## src/rtl/hci_params.svh

```systemverilog
// Copy engine parameters
// Memory channel widths, bank geometry and the host register map
`ifndef HCI_PARAMS_SVH
`define HCI_PARAMS_SVH

// Memory channels, word addressed
`define HCI_AW      8
`define HCI_DW      32
`define BANK_DEPTH  256
`define NB_IN_CHAN  3

// Host bus, byte addressed
`define AXI_AW      12
`define LEN_W       9

`define REG_SRC     12'h000
`define REG_DST     12'h004
`define REG_LEN     12'h008
`define REG_CTRL    12'h00C
`define REG_STATUS  12'h010
`define MEM_BASE    12'h400

`endif

```

## src/rtl/hci_core_pkg.sv

```systemverilog
// Memory channel types
// Channel indices into the multiplexer and the HCI write-enable opcode
package hci_core_pkg;

  // Request channels of the memory multiplexer
  typedef enum logic [1:0] {
    CH_LOAD  = 2'd0,
    CH_STORE = 2'd1,
    CH_HOST  = 2'd2
  } hci_chan_e;

  // HCI convention, wen high means read
  typedef enum logic {
    OP_WRITE = 1'b0,
    OP_READ  = 1'b1
  } hci_op_e;

endpackage

```

## src/rtl/hci_core_mux_dynamic.sv

```systemverilog
// HCI round-robin multiplexer
// Funnels the request channels into one memory port by rotating priority
`timescale 1ns/1ps
`include "hci_params.svh"

module hci_core_mux_dynamic (
  input  logic                                  clk_i,
  input  logic                                  rst_ni,
  input  logic                                  clear,
  input  logic [`NB_IN_CHAN-1:0]                in_req,
  input  logic [`NB_IN_CHAN-1:0][`HCI_AW-1:0]   in_add,
  input  logic [`NB_IN_CHAN-1:0]                in_wen,
  input  logic [`NB_IN_CHAN-1:0][`HCI_DW-1:0]   in_data,
  output logic [`NB_IN_CHAN-1:0]                in_gnt,
  output logic [`NB_IN_CHAN-1:0]                in_r_valid,
  output logic [`NB_IN_CHAN-1:0][`HCI_DW-1:0]   in_r_data,
  output logic                                  out_req,
  output logic [`HCI_AW-1:0]                    out_add,
  output logic                                  out_wen,
  output logic [`HCI_DW-1:0]                    out_data,
  input  logic                                  out_gnt,
  input  logic                                  out_r_valid,
  input  logic [`HCI_DW-1:0]                    out_r_data
);
  import hci_core_pkg::*;

  localparam int unsigned CW = $bits(hci_chan_e);

  logic [CW-1:0] rr_counter;
  hci_chan_e     winner_d;
  hci_chan_e     winner_q;
  logic          out_req_q;
  logic          rr_en;

  // Rotate whenever a requester had to wait
  assign rr_en = out_req && out_gnt && |(in_req & ~in_gnt);

  always_ff @(posedge clk_i or negedge rst_ni) begin : rr_count
    if (!rst_ni) begin
      rr_counter <= '0;
    end else if (clear) begin
      rr_counter <= '0;
    end else if (rr_en) begin
      rr_counter <= (rr_counter == CW'(`NB_IN_CHAN - 1)) ? '0 : rr_counter + 1'b1;
    end
  end

  // Slot at the counter has top priority, then the following slots
  always_comb begin : winner_sel
    int slot;
    winner_d = hci_chan_e'(rr_counter);
    for (int k = `NB_IN_CHAN - 1; k >= 0; k--) begin
      slot = (int'(rr_counter) + k) % `NB_IN_CHAN;
      if (in_req[slot]) begin
        winner_d = hci_chan_e'(slot[CW-1:0]);
      end
    end
  end

  assign out_req  = |in_req;
  assign out_add  = in_add[winner_d];
  assign out_wen  = in_wen[winner_d];
  assign out_data = in_data[winner_d];

  // Grant follows the current winner, responses the registered one
  always_comb begin : resp_route
    in_gnt               = '0;
    in_r_valid           = '0;
    in_r_data            = '0;
    in_gnt[winner_d]     = out_gnt & in_req[winner_d];
    in_r_valid[winner_q] = out_r_valid & out_req_q;
    in_r_data[winner_q]  = out_r_data;
  end

  always_ff @(posedge clk_i or negedge rst_ni) begin : winner_reg
    if (!rst_ni) begin
      winner_q  <= CH_LOAD;
      out_req_q <= 1'b0;
    end else if (clear) begin
      winner_q  <= CH_LOAD;
      out_req_q <= 1'b0;
    end else begin
      winner_q  <= winner_d;
      out_req_q <= out_req;
    end
  end

endmodule

```

## config.mk

```make
export PLATFORM = sky130hd
export DESIGN_NAME = hci_core_mux_dynamic
export DESIGN_NICKNAME = d
export VERILOG_FILES = /design/src/rtl/hci_core_pkg.sv /design/src/rtl/hci_core_mux_dynamic.sv
export VERILOG_INCLUDE_DIRS = /design/src /design/src/rtl
export SDC_FILE = /design/constraint.sdc
export NUM_CORES = 1
export LEC_CHECK = 0
export ABC_AREA = 1
export ABC_CLOCK_PERIOD_IN_PS = 2500
export BUFFER_PORTS_ARGS = -buffer_cell sky130_fd_sc_hd__buf_2
export CORE_AREA = 2 2 120 122
export CTS_CLUSTER_SIZE = 20
export DETAILED_ROUTE_END_ITERATION = 10
export DIE_AREA = 0 0 122 124
export PLACE_DENSITY = 0.45
export SLEW_MARGIN = 10
export SYNTH_ARGS = -nofsm -noshare
export SYNTH_HDL_FRONTEND = slang
export SYNTH_SLANG_ARGS = --single-unit
export TNS_END_PERCENT = 100
```

## constraint.sdc

```tcl
create_clock -name clk_i -period 2.5 [get_ports clk_i]
set_clock_uncertainty 0.2 [all_clocks]
set_input_delay 0 -clock clk_i [delete_from_list [all_inputs] [get_ports clk_i]]
set_output_delay 0 -clock clk_i [all_outputs]
set_load 0.005 [all_outputs]
```

# After elaboration in Yosys (flattened, before gate mapping)
# Index checks and enable logic that the tools add are counted.
dict set report classes {
  n_addsub 3
  reduce_logical 7
  n_bitwise 7
  n_eq_ne 1
  magnitude_cmp 7
  div_mod_pow 3
  muxes 31
}
# cell count
set op_table {}
lappend op_table {{96-bit bitwise AND} 1}
lappend op_table {{32-bit by 4-bit less-than comparator with 1-bit output, second input constant} 3}
lappend op_table {{32-bit binary-select mux with 2-bit select} 1}
lappend op_table {{32-bit demux with 2-bit select} 1}
lappend op_table {{32-bit by 3-bit remainder unit with 32-bit output, second input constant} 2}
lappend op_table {{32-bit 2-to-1 mux} 2}
lappend op_table {{3-bit by 3-bit remainder unit with 32-bit output, second input constant} 1}
lappend op_table {{8-bit binary-select mux with 2-bit select} 1}
lappend op_table {{2-bit 2-to-1 mux} 7}
lappend op_table {{1-bit 2-to-1 mux} 11}
lappend op_table {{1-bit binary-select mux with 2-bit select} 5}
lappend op_table {{3-bit bitwise AND} 3}
lappend op_table {{8-bit 2-to-1 mux} 1}
lappend op_table {{2-bit by 3-bit less-than comparator with 1-bit output, second input constant} 2}
lappend op_table {{3-bit OR reduction} 2}
lappend op_table {{1-bit demux with 2-bit select} 2}
lappend op_table {{2-bit by 1-bit greater-or-equal comparator with 1-bit output, second input constant} 2}
lappend op_table {{1-bit logical AND} 4}
lappend op_table {{2-bit by 1-bit adder with 3-bit output, second input constant} 1}
lappend op_table {{2-bit by 2-bit adder with 3-bit output, second input constant} 1}
lappend op_table {{3-bit NOT} 1}
lappend op_table {{2-bit by 1-bit adder with 2-bit output, second input constant} 1}
lappend op_table {{1-bit bitwise AND} 2}
lappend op_table {{2-bit equality test, second input constant} 1}
lappend op_table {{2-bit nonzero test} 1}
dict set report word_totals {
  inputBits 163
  word_cells 62
  out_inout_bits 144
  register_bits 5
}

# Depth between registers and ports, before layout
# Gate-level depths: netlist of run 1.
dict set report logic_depth {
  ltp_word 19
  depth_mapped 19
  ltp_nobuf 19
}

# Least setup slack after synthesis of run 1
# Ideal clock, no wire load.
dict set report synth_timing {
  kind {register -> register}
  startpoint {reg rr_counter[0]}
  endpoint {reg rr_counter[1]}
  stages_incl_launch_ff 18
  required_time_ns 2.183
  t_arrival_ns 1.951
  period_less_slack_ns 2.269
  path_slack_ns 0.231
  path_cell_list {dfrtp_1 inv_1 ha_1 inv_2 nand2_1 nand2_2 o21ai_4 inv_2 nand2_2 nand2_1 nand2_1 nand2_1 nand4_1 nand2_1 nand3_2 nand2_1 nand3_1 nand2_1}
}
dict set report synth_via {
  elab_chain_len 18
  elab_cells_between_ends 36
  classes_between {add/sub (3); div (3); order compare (2); eq/ne (1); mux (19); bitwise (4); reduce/logical (4)}
}
# element line_no
set synth_lines {}
lappend synth_lines {{start, declared} hci_core_mux_dynamic.sv:29} ;# logic [CW-1:0] rr_counter;
lappend synth_lines {{start signal, assigned} hci_core_mux_dynamic.sv:44} ;# rr_counter <= (rr_counter == CW'(`NB_IN_CHAN - 1)) ? '0 : rr_counter + 1'b1;
lappend synth_lines {{2-bit by 2-bit adder with 3-bit output} hci_core_mux_dynamic.sv:53} ;# slot = (int'(rr_counter) + k) % `NB_IN_CHAN;
lappend synth_lines {{32-bit by 3-bit remainder unit with 32-bit output (no line)} --}
lappend synth_lines {{1-bit binary-select mux with 2-bit select} hci_core_mux_dynamic.sv:54} ;# if (in_req[slot]) begin
lappend synth_lines {{1-bit 2-to-1 mux (not written as such) (2 in series)} hci_core_mux_dynamic.sv:54}
lappend synth_lines {{2-bit 2-to-1 mux (3 in series)} hci_core_mux_dynamic.sv:54}
lappend synth_lines {{2-bit by 3-bit less-than comparator with 1-bit output (not written as such) or 2-bit by 1-bit greater-or-equal comparator with 1-bit output (tied branches)} hci_core_mux_dynamic.sv:70} ;# in_gnt[winner_d] = out_gnt & in_req[winner_d];
lappend synth_lines {{1-bit logical AND (not written as such)} hci_core_mux_dynamic.sv:70}
lappend synth_lines {{1-bit 2-to-1 mux (not written as such)} hci_core_mux_dynamic.sv:70}
lappend synth_lines {{1-bit demux with 2-bit select} hci_core_mux_dynamic.sv:70}
lappend synth_lines {{3-bit bitwise AND (no line)} --}
lappend synth_lines {{3-bit NOT} hci_core_mux_dynamic.sv:36} ;# assign rr_en = out_req && out_gnt && |(in_req & ~in_gnt);
lappend synth_lines {{3-bit bitwise AND} hci_core_mux_dynamic.sv:36}
lappend synth_lines {{3-bit OR reduction} hci_core_mux_dynamic.sv:36}
lappend synth_lines {{1-bit logical AND} hci_core_mux_dynamic.sv:36}
lappend synth_lines {{2-bit nonzero test (no line)} --}
# Parallel ways exist; a longest one is shown, timed or not. The select of a mux whose other input is x is not followed.
# A chain may end at the register's enable or synchronous reset.

# Worst setup path in the final report of run 1
dict set report layout_timing {
  startpoint {reg rr_counter[0]}
  endpoint {out out_data[13]}
}
dict set report layout_via {
  elab_chain_len 10
  elab_cells_between_ends 19
  classes_between {add/sub (2); div (3); mux (14)}
}
# element line_no
set layout_lines {}
lappend layout_lines {{2-bit by 2-bit adder with 3-bit output} hci_core_mux_dynamic.sv:53}
lappend layout_lines {{32-bit by 3-bit remainder unit with 32-bit output (no line)} --}
lappend layout_lines {{1-bit binary-select mux with 2-bit select} hci_core_mux_dynamic.sv:54}
lappend layout_lines {{1-bit 2-to-1 mux (not written as such) (2 in series)} hci_core_mux_dynamic.sv:54}
lappend layout_lines {{2-bit 2-to-1 mux (2 in series)} hci_core_mux_dynamic.sv:54}
lappend layout_lines {{2-bit 2-to-1 mux *} hci_core_mux_dynamic.sv:54}
lappend layout_lines {{32-bit binary-select mux with 2-bit select *} hci_core_mux_dynamic.sv:63} ;# assign out_data = in_data[winner_d];
lappend layout_lines {{32-bit 2-to-1 mux (not written as such) *} hci_core_mux_dynamic.sv:63}
lappend layout_lines {{end, declared} hci_core_mux_dynamic.sv:20} ;# output logic [`HCI_DW-1:0] out_data,
# Mark *: on every way between the ends. The rest lies on a longest branch, timed or not. The select of a mux whose other input is x is not followed.

==> impl_metrics.csv, run 1 <==
group,metric,value,unit
setup_path,setup.worst_path.start,"rr_counter[0]$_DFFE_PN0P_",
setup_path,worst_path_required_time,2.30,ns
routing,drtAntennaViolNets,0,
grt,grt_max_degree,35,
run_status,status,"finished, violations left",
sta,hold_viol,0,
sta,grt_setup_unrepaired,"true",
setup_path,regToRegEndpoint,"rr_counter[1]$_DFFE_PN0P_",
grt,grt_pass1_vias,3477,
finish,num-nets-final,919,
synthesis,flip_flop_and_latch_count_after_synthesis,5,
clock_network,clock_latency,0.22,ns
routing,drc_errors,0,
finish,flow.area_growth_from_synthesis,116,%
sta,setup-violations-final,41,
sta,timing.slew.headroom,0.766,
clock_network,path_clk_slew,0.03,ns
pwr,netSwitchingPower,1320,uW
run_status,violations,"negative setup slack",
synthesis,synth.area.top_cells,"sky130_fd_sc_hd__nor2_1 30%, sky130_fd_sc_hd__o31ai_2 21%, sky130_fd_sc_hd__nand3_1 11%",
pwr,clockPowerShare,0.094,
synthesis,synth.distinct_cells,23,
pwr,power_report.internal_total,1450,uW
sta,fmax,384,MHz
routing,finalWirelength,14000,um
finish,n_fill_cell,1542,
clock_network,cts_bufs_inserted,3,
synthesis,postSynthCellCount,422,
die,die-width,122,um
clock_network,cts_sinks,5,
grt,groute.usage.overall,0.156,
placed_design,finalWeightedCongestion,0.782,
placed_design,hpwl,10800,um
synthesis,syn_area,2270,um2
synthesis,post-synth-top-area-fraction,0.304,
grt,antenna_found_initial,4,
job,timing.max_cap.violations,0,
sta,finalCriticalPeriod,2.60,ns
sta,final_min_period_over_clock_period,1.04,
pwr,sequentialPowerShare,0.034,
pwr,power.ir.vdd_worst,279,uV
routing,detail_route.vias_per_cell,4.25,
setup_path,setup.reg_to_reg.worst_slack,0.05,ns
setup_path,worst_r2r_path_depth,18,
finish,post-route-util,0.357,
setup_path,critical_path.max_fanout,8,
die,fp.dieArea,15100,um2
setup_path,worstPathArrival,2.40,ns
synthesis,number_of_enable_type_register_cells_in_the_synthesized_netlist,0,
worst_hold_path,min-delay-path-class,"primary input to flop",
placed_design,placement.io_buffers,306,
clock_network,root_buffer_selected_by_cts,"sky130_fd_sc_hd__clkbuf_16",
pwr,share_comb_of_total_power,0.872,
finish,post_route_cells_drive_above_1_share,0.595,
grt,global_route_wire_length_before_repair,18500,um
sta,max_slew.worst_pin.slew,0.351,ns
synthesis,seq_area_frac_synth,0.0551,
pwr,power_density,565,nW/um2
sta,hold-worst-slack,0.0242,ns
grt,grt_ovf,0,
synthesis,synth-main-ff-cell,"sky130_fd_sc_hd__dfrtp_1",
pwr,power.static_leakage,0.00281,uW
synthesis,synth_top_cell_by_area,"sky130_fd_sc_hd__nor2_1",
routing,avgRoutedWirePerCell,15.1,um
synthesis,post_synth.cell_area_avg,5.38,um2
die,placementRows,43,
die,core-area,13700,um2
sta,postLayoutSetupSlackWorst,-0.102,ns
sta,timing_max_transition_violations_final,0,
synthesis,postSynthNetCount,589,
pwr,sw_frac_of_total,0.475,
routing,drt_pass1_iterations,4,
setup_path,worstSetupEndpoint,"out_data[13]",
synthesis,ys_async_sr_fraction,1.00,
clock_network,cts.path.max_buffers,2,
clock_network,tritoncts_clock_tree,"done",
setup_path,start_kind,"flop",
setup_path,endpoint_kind_of_the_worst_setup_timing_path,"primary output",
setup_path,crit-reg2reg-launch,"rr_counter[0]$_DFFE_PN0P_",
die,pin_count,307,
clock_network,h-tree-depth,1,
synthesis,synth.yosys.warnings,0,
die,fp.dieH,124,um
setup_path,critPathKind,"flop to primary output",
die,initial_core_util,0.166,
routing,detail_route.iter0.violations,158,
pwr,design_power_total,2770,uW
synthesis,synth_most_common_cell,"sky130_fd_sc_hd__nor2_1",
routing,vias,3969,
synthesis,post_synth_most_frequent_cells,"184 x sky130_fd_sc_hd__nor2_1, 52 x sky130_fd_sc_hd__nand3_1, 47 x sky130_fd_sc_hd__inv_1",
metal layers:
metal | wire length (um) | vias up | global-route usage
met5 | 27 | - | 0
met3 | 1000 | 8 | 0.0330
met1 | 5580 | 1759 | 0.181
met2 | 7390 | 185 | 0.303
li1 | - | 2013 | -
met4 | 46 | 4 | 0.0115
what timing repair did:
item,in CTS,in global routing
pin swaps,3,8
setup endpoints to repair,44,44
hold buffers,5,0
cloned,2,5
resized for setup,33,61
setup buffers,4,4
hold endpoints to repair,10,0
area by class of cell:
| type | instances | area, um2 | share of cell area |
|---|---|---|---|
| antenna | 2 | 5.00 | 0.00102 |
| clock buffer | 4 | 78.8 | 0.0161 |
| inverter | 52 | 220 | 0.0449 |
| multi-input combinational | 335 | 2110 | 0.432 |
| sequential | 5 | 125 | 0.0255 |
| tap | 180 | 225 | 0.0460 |
| timing repair buffer | 354 | 2120 | 0.433 |
| timing repair inverter | 1 | 8.76 | 0.00179 |
layout by cell type (no fill, tap or decap), types with 4 or more instances in the layout:
| cell type | netlist | layout |
|---|---|---|
| sky130_fd_sc_hd__buf_2 | 12 | 306 |
| sky130_fd_sc_hd__nor2_1 | 184 | 161 |
| sky130_fd_sc_hd__nand3_1 | 52 | 49 |
| sky130_fd_sc_hd__inv_1 | 47 | 45 |
| sky130_fd_sc_hd__nand2_1 | 34 | 28 |
| sky130_fd_sc_hd__o31ai_2 | 39 | 28 |
| sky130_fd_sc_hd__buf_4 | 0 | 24 |
| sky130_fd_sc_hd__nor2_2 | 0 | 17 |
| sky130_fd_sc_hd__o31ai_4 | 0 | 12 |
| sky130_fd_sc_hd__nor2_4 | 1 | 7 |
| sky130_fd_sc_hd__clkbuf_16 | 0 | 7 |
| sky130_fd_sc_hd__nand2_4 | 0 | 5 |
| sky130_fd_sc_hd__nand4_1 | 5 | 5 |
| sky130_fd_sc_hd__dlygate4sd3_1 | 0 | 5 |
| sky130_fd_sc_hd__dfrtp_1 | 5 | 5 |
| sky130_fd_sc_hd__buf_12 | 0 | 5 |
| sky130_fd_sc_hd__inv_2 | 5 | 4 |
| sky130_fd_sc_hd__nand2_2 | 4 | 4 |
| sky130_fd_sc_hd__nand3_2 | 3 | 4 |
| sky130_fd_sc_hd__buf_8 | 0 | 4 |
| sky130_fd_sc_hd__buf_6 | 5 | 4 |
metrics by stage:
stage | instances | TNS, ns | area (um2) | setup WS, ns
detailed placement | 907 | -0.120 | 4130 | -0.0248
finish | 933 | -2.67 | 4900 | -0.102
global route | 931 | -9.24 | 4890 | -0.245
floorplan | 422 | 0 | 2270 | 0.231
global placement | 907 | 0 | 4130 | 0.00902
CTS | 922 | -1.15 | 4470 | -0.0505
worst min-delay path by stage:
stage / startpoint / end / cells after the start
after floorplan: rst_ni / out_req_q$_DFF_PN0_ / 0
after global placement: rst_ni / out_req_q$_DFF_PN0_ / 1
after detailed placement: rst_ni / out_req_q$_DFF_PN0_ / 1
after CTS: in_req[2] / rr_counter[0]$_DFFE_PN0P_ / 5
after global routing: in_req[2] / rr_counter[0]$_DFFE_PN0P_ / 5
final: in_req[2] / rr_counter[0]$_DFFE_PN0P_ / 5
state kept, by name (all words and copies together), names as in the netlist:
signal	cells
winner_q	2
rr_counter	2
out_req_q	1
kinds of logic (layout without fill, tap and decap cells):
family,Yosys count,count (layout),synth area share
adders and majority gates,4,4,0.0220
DFF,5,5,0.0551
AOI/OAI and AO/OA,46,46,0.241
other,0,2,0
and+or+nand+nor,285,285,0.523
buffers and inverters,82,411,0.159
critical path, cell delays in order, from the launching register on:
cell	delay [ns]
sky130_fd_sc_hd__dfrtp_1	0.39
sky130_fd_sc_hd__inv_2	0.13
sky130_fd_sc_hd__ha_4	0.24
sky130_fd_sc_hd__nand2_1	0.10
sky130_fd_sc_hd__nand2_4	0.07
sky130_fd_sc_hd__o21ai_4	0.19
sky130_fd_sc_hd__inv_2	0.08
sky130_fd_sc_hd__nand2_4	0.07
sky130_fd_sc_hd__nand3_4	0.11
sky130_fd_sc_hd__nand2_8	0.16
sky130_fd_sc_hd__clkinv_8	0.10
sky130_fd_sc_hd__clkbuf_16	0.18
sky130_fd_sc_hd__nor2_1	0.14
sky130_fd_sc_hd__o31ai_2	0.07
sky130_fd_sc_hd__buf_2	0.12
power groups by stage:
stage,sequential [uW],combinational [uW],clock [uW]
4_1_cts,95.0,2080,265
3_5_place_dp,95.5,1900,0
6_report,94.9,2410,261
2_1_floorplan,95.1,1060,0
5_1_grt,96.1,2620,268
3_3_place_gp,95.5,1920,0
Note: power is estimated with default switching activity, not from simulation.
==> run 2: changes to the inputs <==
--- a/config.mk
+++ b/config.mk
@@ -9,11 +9,13 @@
 export ABC_AREA = 1
 export ABC_CLOCK_PERIOD_IN_PS = 2500
 export BUFFER_PORTS_ARGS = -buffer_cell sky130_fd_sc_hd__buf_2
-export CORE_AREA = 2 2 120 122
+export CORE_AREA = 4 4 116 118
 export CTS_CLUSTER_SIZE = 20
 export DETAILED_ROUTE_END_ITERATION = 10
-export DIE_AREA = 0 0 122 124
-export PLACE_DENSITY = 0.45
+export DIE_AREA = 0 0 120 122
+export GPL_ROUTABILITY_DRIVEN = 0
+export PLACE_DENSITY = 0.49
+export RECOVER_POWER = 50
 export SLEW_MARGIN = 10
 export SYNTH_ARGS = -nofsm -noshare
 export SYNTH_HDL_FRONTEND = slang
==> impl_metrics.csv, run 2 (synthesized netlist as in run 1, its figures left out) <==
group,metric,value,unit
setup_path,critPathKind,"flop to primary output",
routing,detail_route.vias_per_cell,4.38,
setup_path,worstSetupEndpoint,"out_add[7]",
routing,drt_pass1_iterations,6,
routing,vias,4062,
worst_hold_path,min-delay-path-class,"primary input to flop",
placed_design,place_inst,893,
setup_path,critPathTopFamily,"buffers and inverters",
setup_path,worstSetupPathDepth,15,
setup_path,setup.worst_path.start,"rr_counter[1]$_DFFE_PN0P_",
placed_design,placedInstanceArea,4100,um2
die,initial_core_util,0.182,
grt,grt_ovf,0,
setup_path,crit_path_top_delay_cell,"sky130_fd_sc_hd__dfrtp_1",
run_status,violations,"negative setup slack",
die,placementRows,41,
sta,hold_viol,0,
routing,drtAntennaViolNets,0,
pwr,design_power_total,2810,uW
setup_path,critical_path.max_stage_delay,0.38,ns
die,fp.dieH,122,um
sta,timing_max_transition_violations_final,0,
setup_path,timing.critical_path.cells,"inv_2 -> ha_4 -> inv_4 -> nand2_2 -> nand2_2 -> o21ai_4 -> nand2_1 -> nand2_1 -> nand2_2 -> nand2_4 -> buf_12 -> inv_8 -> buf_16 -> o31ai_1 -> buf_2",
clock_network,cts_bufs_inserted,3,
sta,postLayoutSetupSlackWorst,-0.108,ns
setup_path,setup.reg_to_reg.worst_slack,0,ns
setup_path,worstPathArrival,2.41,ns
pwr,power.static_leakage,0.00272,uW
die,die-width,120,um
setup_path,endpoint_kind_of_the_worst_setup_timing_path,"primary output",
clock_network,cts_sinks,5,
clock_network,clock_latency,0.23,ns
setup_path,worst_path_required_time,2.30,ns
run_status,status,"finished, violations left",
finish,post_route_cells_drive_above_1_share,0.556,
grt,global_route_wire_length_before_repair,19500,um
die,core-area,12500,um2
setup_path,crit-reg2reg-launch,"rr_counter[1]$_DFFE_PN0P_",
routing,drc_errors,0,
grt,grt_max_degree,42,
routing,finalWirelength,14300,um
clock_network,cts.path.max_buffers,2,
setup_path,regToRegEndpoint,"rr_counter[0]$_DFFE_PN0P_",
setup_path,worst_r2r_path_depth,17,
sta,fmax,383,MHz
finish,antenna_cells_inserted,0,
pwr,power.ir.vdd_worst,274,uV
routing,avgRoutedWirePerCell,15.4,um
job,timing.max_cap.violations,0,
finish,most-common-layout-cells,"260 x sky130_fd_sc_hd__buf_2, 175 x sky130_fd_sc_hd__nor2_1, 44 x sky130_fd_sc_hd__inv_1",
sta,timing.slew.headroom,0.552,
setup_path,start_kind,"flop",
sta,final_min_period_over_clock_period,1.04,
finish,num-nets-final,923,
finish,n_fill_cell,1400,
finish,layout.area.seq,125,um2
finish,reg_top3,"rr_counter x2, winner_q x2, out_req_q x1",
routing,detail_route.iter0.violations,157,
finish,final_cells,927,
clock_network,h-tree-depth,1,
finish,combined_area_of_the_multi_input_logic_cells,2060,um2
grt,antenna_found_initial,0,
sta,grt_setup_unrepaired,"true",
sta,setup-violations-final,41,
clock_network,root_buffer_selected_by_cts,"sky130_fd_sc_hd__clkbuf_16",
setup_path,critical_path.max_fanout,8,
finish,layout_commonest_cell,"sky130_fd_sc_hd__buf_2",
grt,groute.usage.overall,0.163,
finish,flow.area_growth_from_synthesis,117,%
die,fp.dieArea,14600,um2
finish,stdcell_area,4920,um2
placed_design,placement.io_buffers,306,
sta,finalCriticalPeriod,2.61,ns
grt,grt_pass1_vias,3819,
setup_path,cp_num_buf_inv,6,
clock_network,path_clk_slew,0.03,ns
placed_design,hpwl,10600,um
die,pin_count,307,
pwr,power_density,572,nW/um2
sta,max_slew.worst_pin.slew,0.672,ns
placed_design,pre_cts_ws,-0.0222,ns
setup_path,timing.critical_path.mode_cell,"sky130_fd_sc_hd__nand2_2",
clock_network,tritoncts_clock_tree,"done",
## run 2: metal layers
layer	part of all wire	vias up	track usage
li1	-	2024	-
met1	0.38	1818	0.182
met2	0.53	205	0.322
met3	0.078	15	0.0292
met4	0.013	0	0.0279
met5	0	-	0
## run 2: cell type report
cell class | count | share of cell area
clock buffer | 4 | 0.0160
inverter | 52 | 0.0443
timing repair inverter | 1 | 0.00229
tap | 172 | 0.0437
timing repair buffer | 358 | 0.449
multi-input combinational | 335 | 0.420
sequential | 5 | 0.0254
## run 2: how the worst min path moves through the flow
stage               depth (start not counted)  slack, ns       from                        end
CTS                                         5       0.02  in_req[2]  rr_counter[1]$_DFFE_PN0P_
finish                                      5       0.03  in_req[2]  rr_counter[0]$_DFFE_PN0P_
global placement                            1      -0.38     rst_ni        out_req_q$_DFF_PN0_
detailed placement                          1      -0.38     rst_ni        out_req_q$_DFF_PN0_
global route                                5       0.08  in_req[2]  rr_counter[0]$_DFFE_PN0P_
floorplan                                   0      -0.50     rst_ni        out_req_q$_DFF_PN0_
## run 2: report_power, final
part / leakage [uW] / total, uW / switching, uW / internal, uW
Clock: 0.0000382 / 264 / 52.5 / 211
Combinational: 0.00262 / 2450 / 1270 / 1190
Sequential: 0.0000655 / 94.4 / 4.48 / 89.9
## run 2: metrics by stage
stage               utilization  hold WS (ns)  setup TNS, ns
finish                    0.395        0.0322          -3.10
global route              0.395        0.0752          -8.57
CTS                       0.367        0.0208          -1.01
detailed placement        0.329        -0.384        -0.0324
global placement          0.329        -0.380      -0.000265
floorplan                     -        -0.496              0
## run 2: what timing repair did
| item | in CTS | in global routing |
|---|---|---|
| gates resized for setup | 42 | 32 |
| setup endpoints to repair | 41 | 43 |
| setup buffers | 9 | 6 |
| pin swaps | 2 | 7 |
| gates cloned | 4 | 8 |
| hold buffers | 4 | 0 |
| hold endpoints to repair | 10 | 0 |
## run 2: worst reg2reg max path: stages, from the launching register on
cell and delay [ns]:
sky130_fd_sc_hd__dfrtp_1 0.38, sky130_fd_sc_hd__inv_2 0.07, sky130_fd_sc_hd__ha_4 0.31, sky130_fd_sc_hd__inv_4 0.06, sky130_fd_sc_hd__nand2_2 0.05, sky130_fd_sc_hd__nand2_2 0.06
sky130_fd_sc_hd__o21ai_4 0.20, sky130_fd_sc_hd__inv_2 0.08, sky130_fd_sc_hd__nand2_4 0.08, sky130_fd_sc_hd__nand3_4 0.10, sky130_fd_sc_hd__nand2_8 0.16, sky130_fd_sc_hd__buf_6 0.14
sky130_fd_sc_hd__nand4_1 0.12, sky130_fd_sc_hd__nand2_1 0.10, sky130_fd_sc_hd__nand3_2 0.10, sky130_fd_sc_hd__nand2_2 0.08, sky130_fd_sc_hd__nand3_1 0.06, sky130_fd_sc_hd__nand2_1 0.06
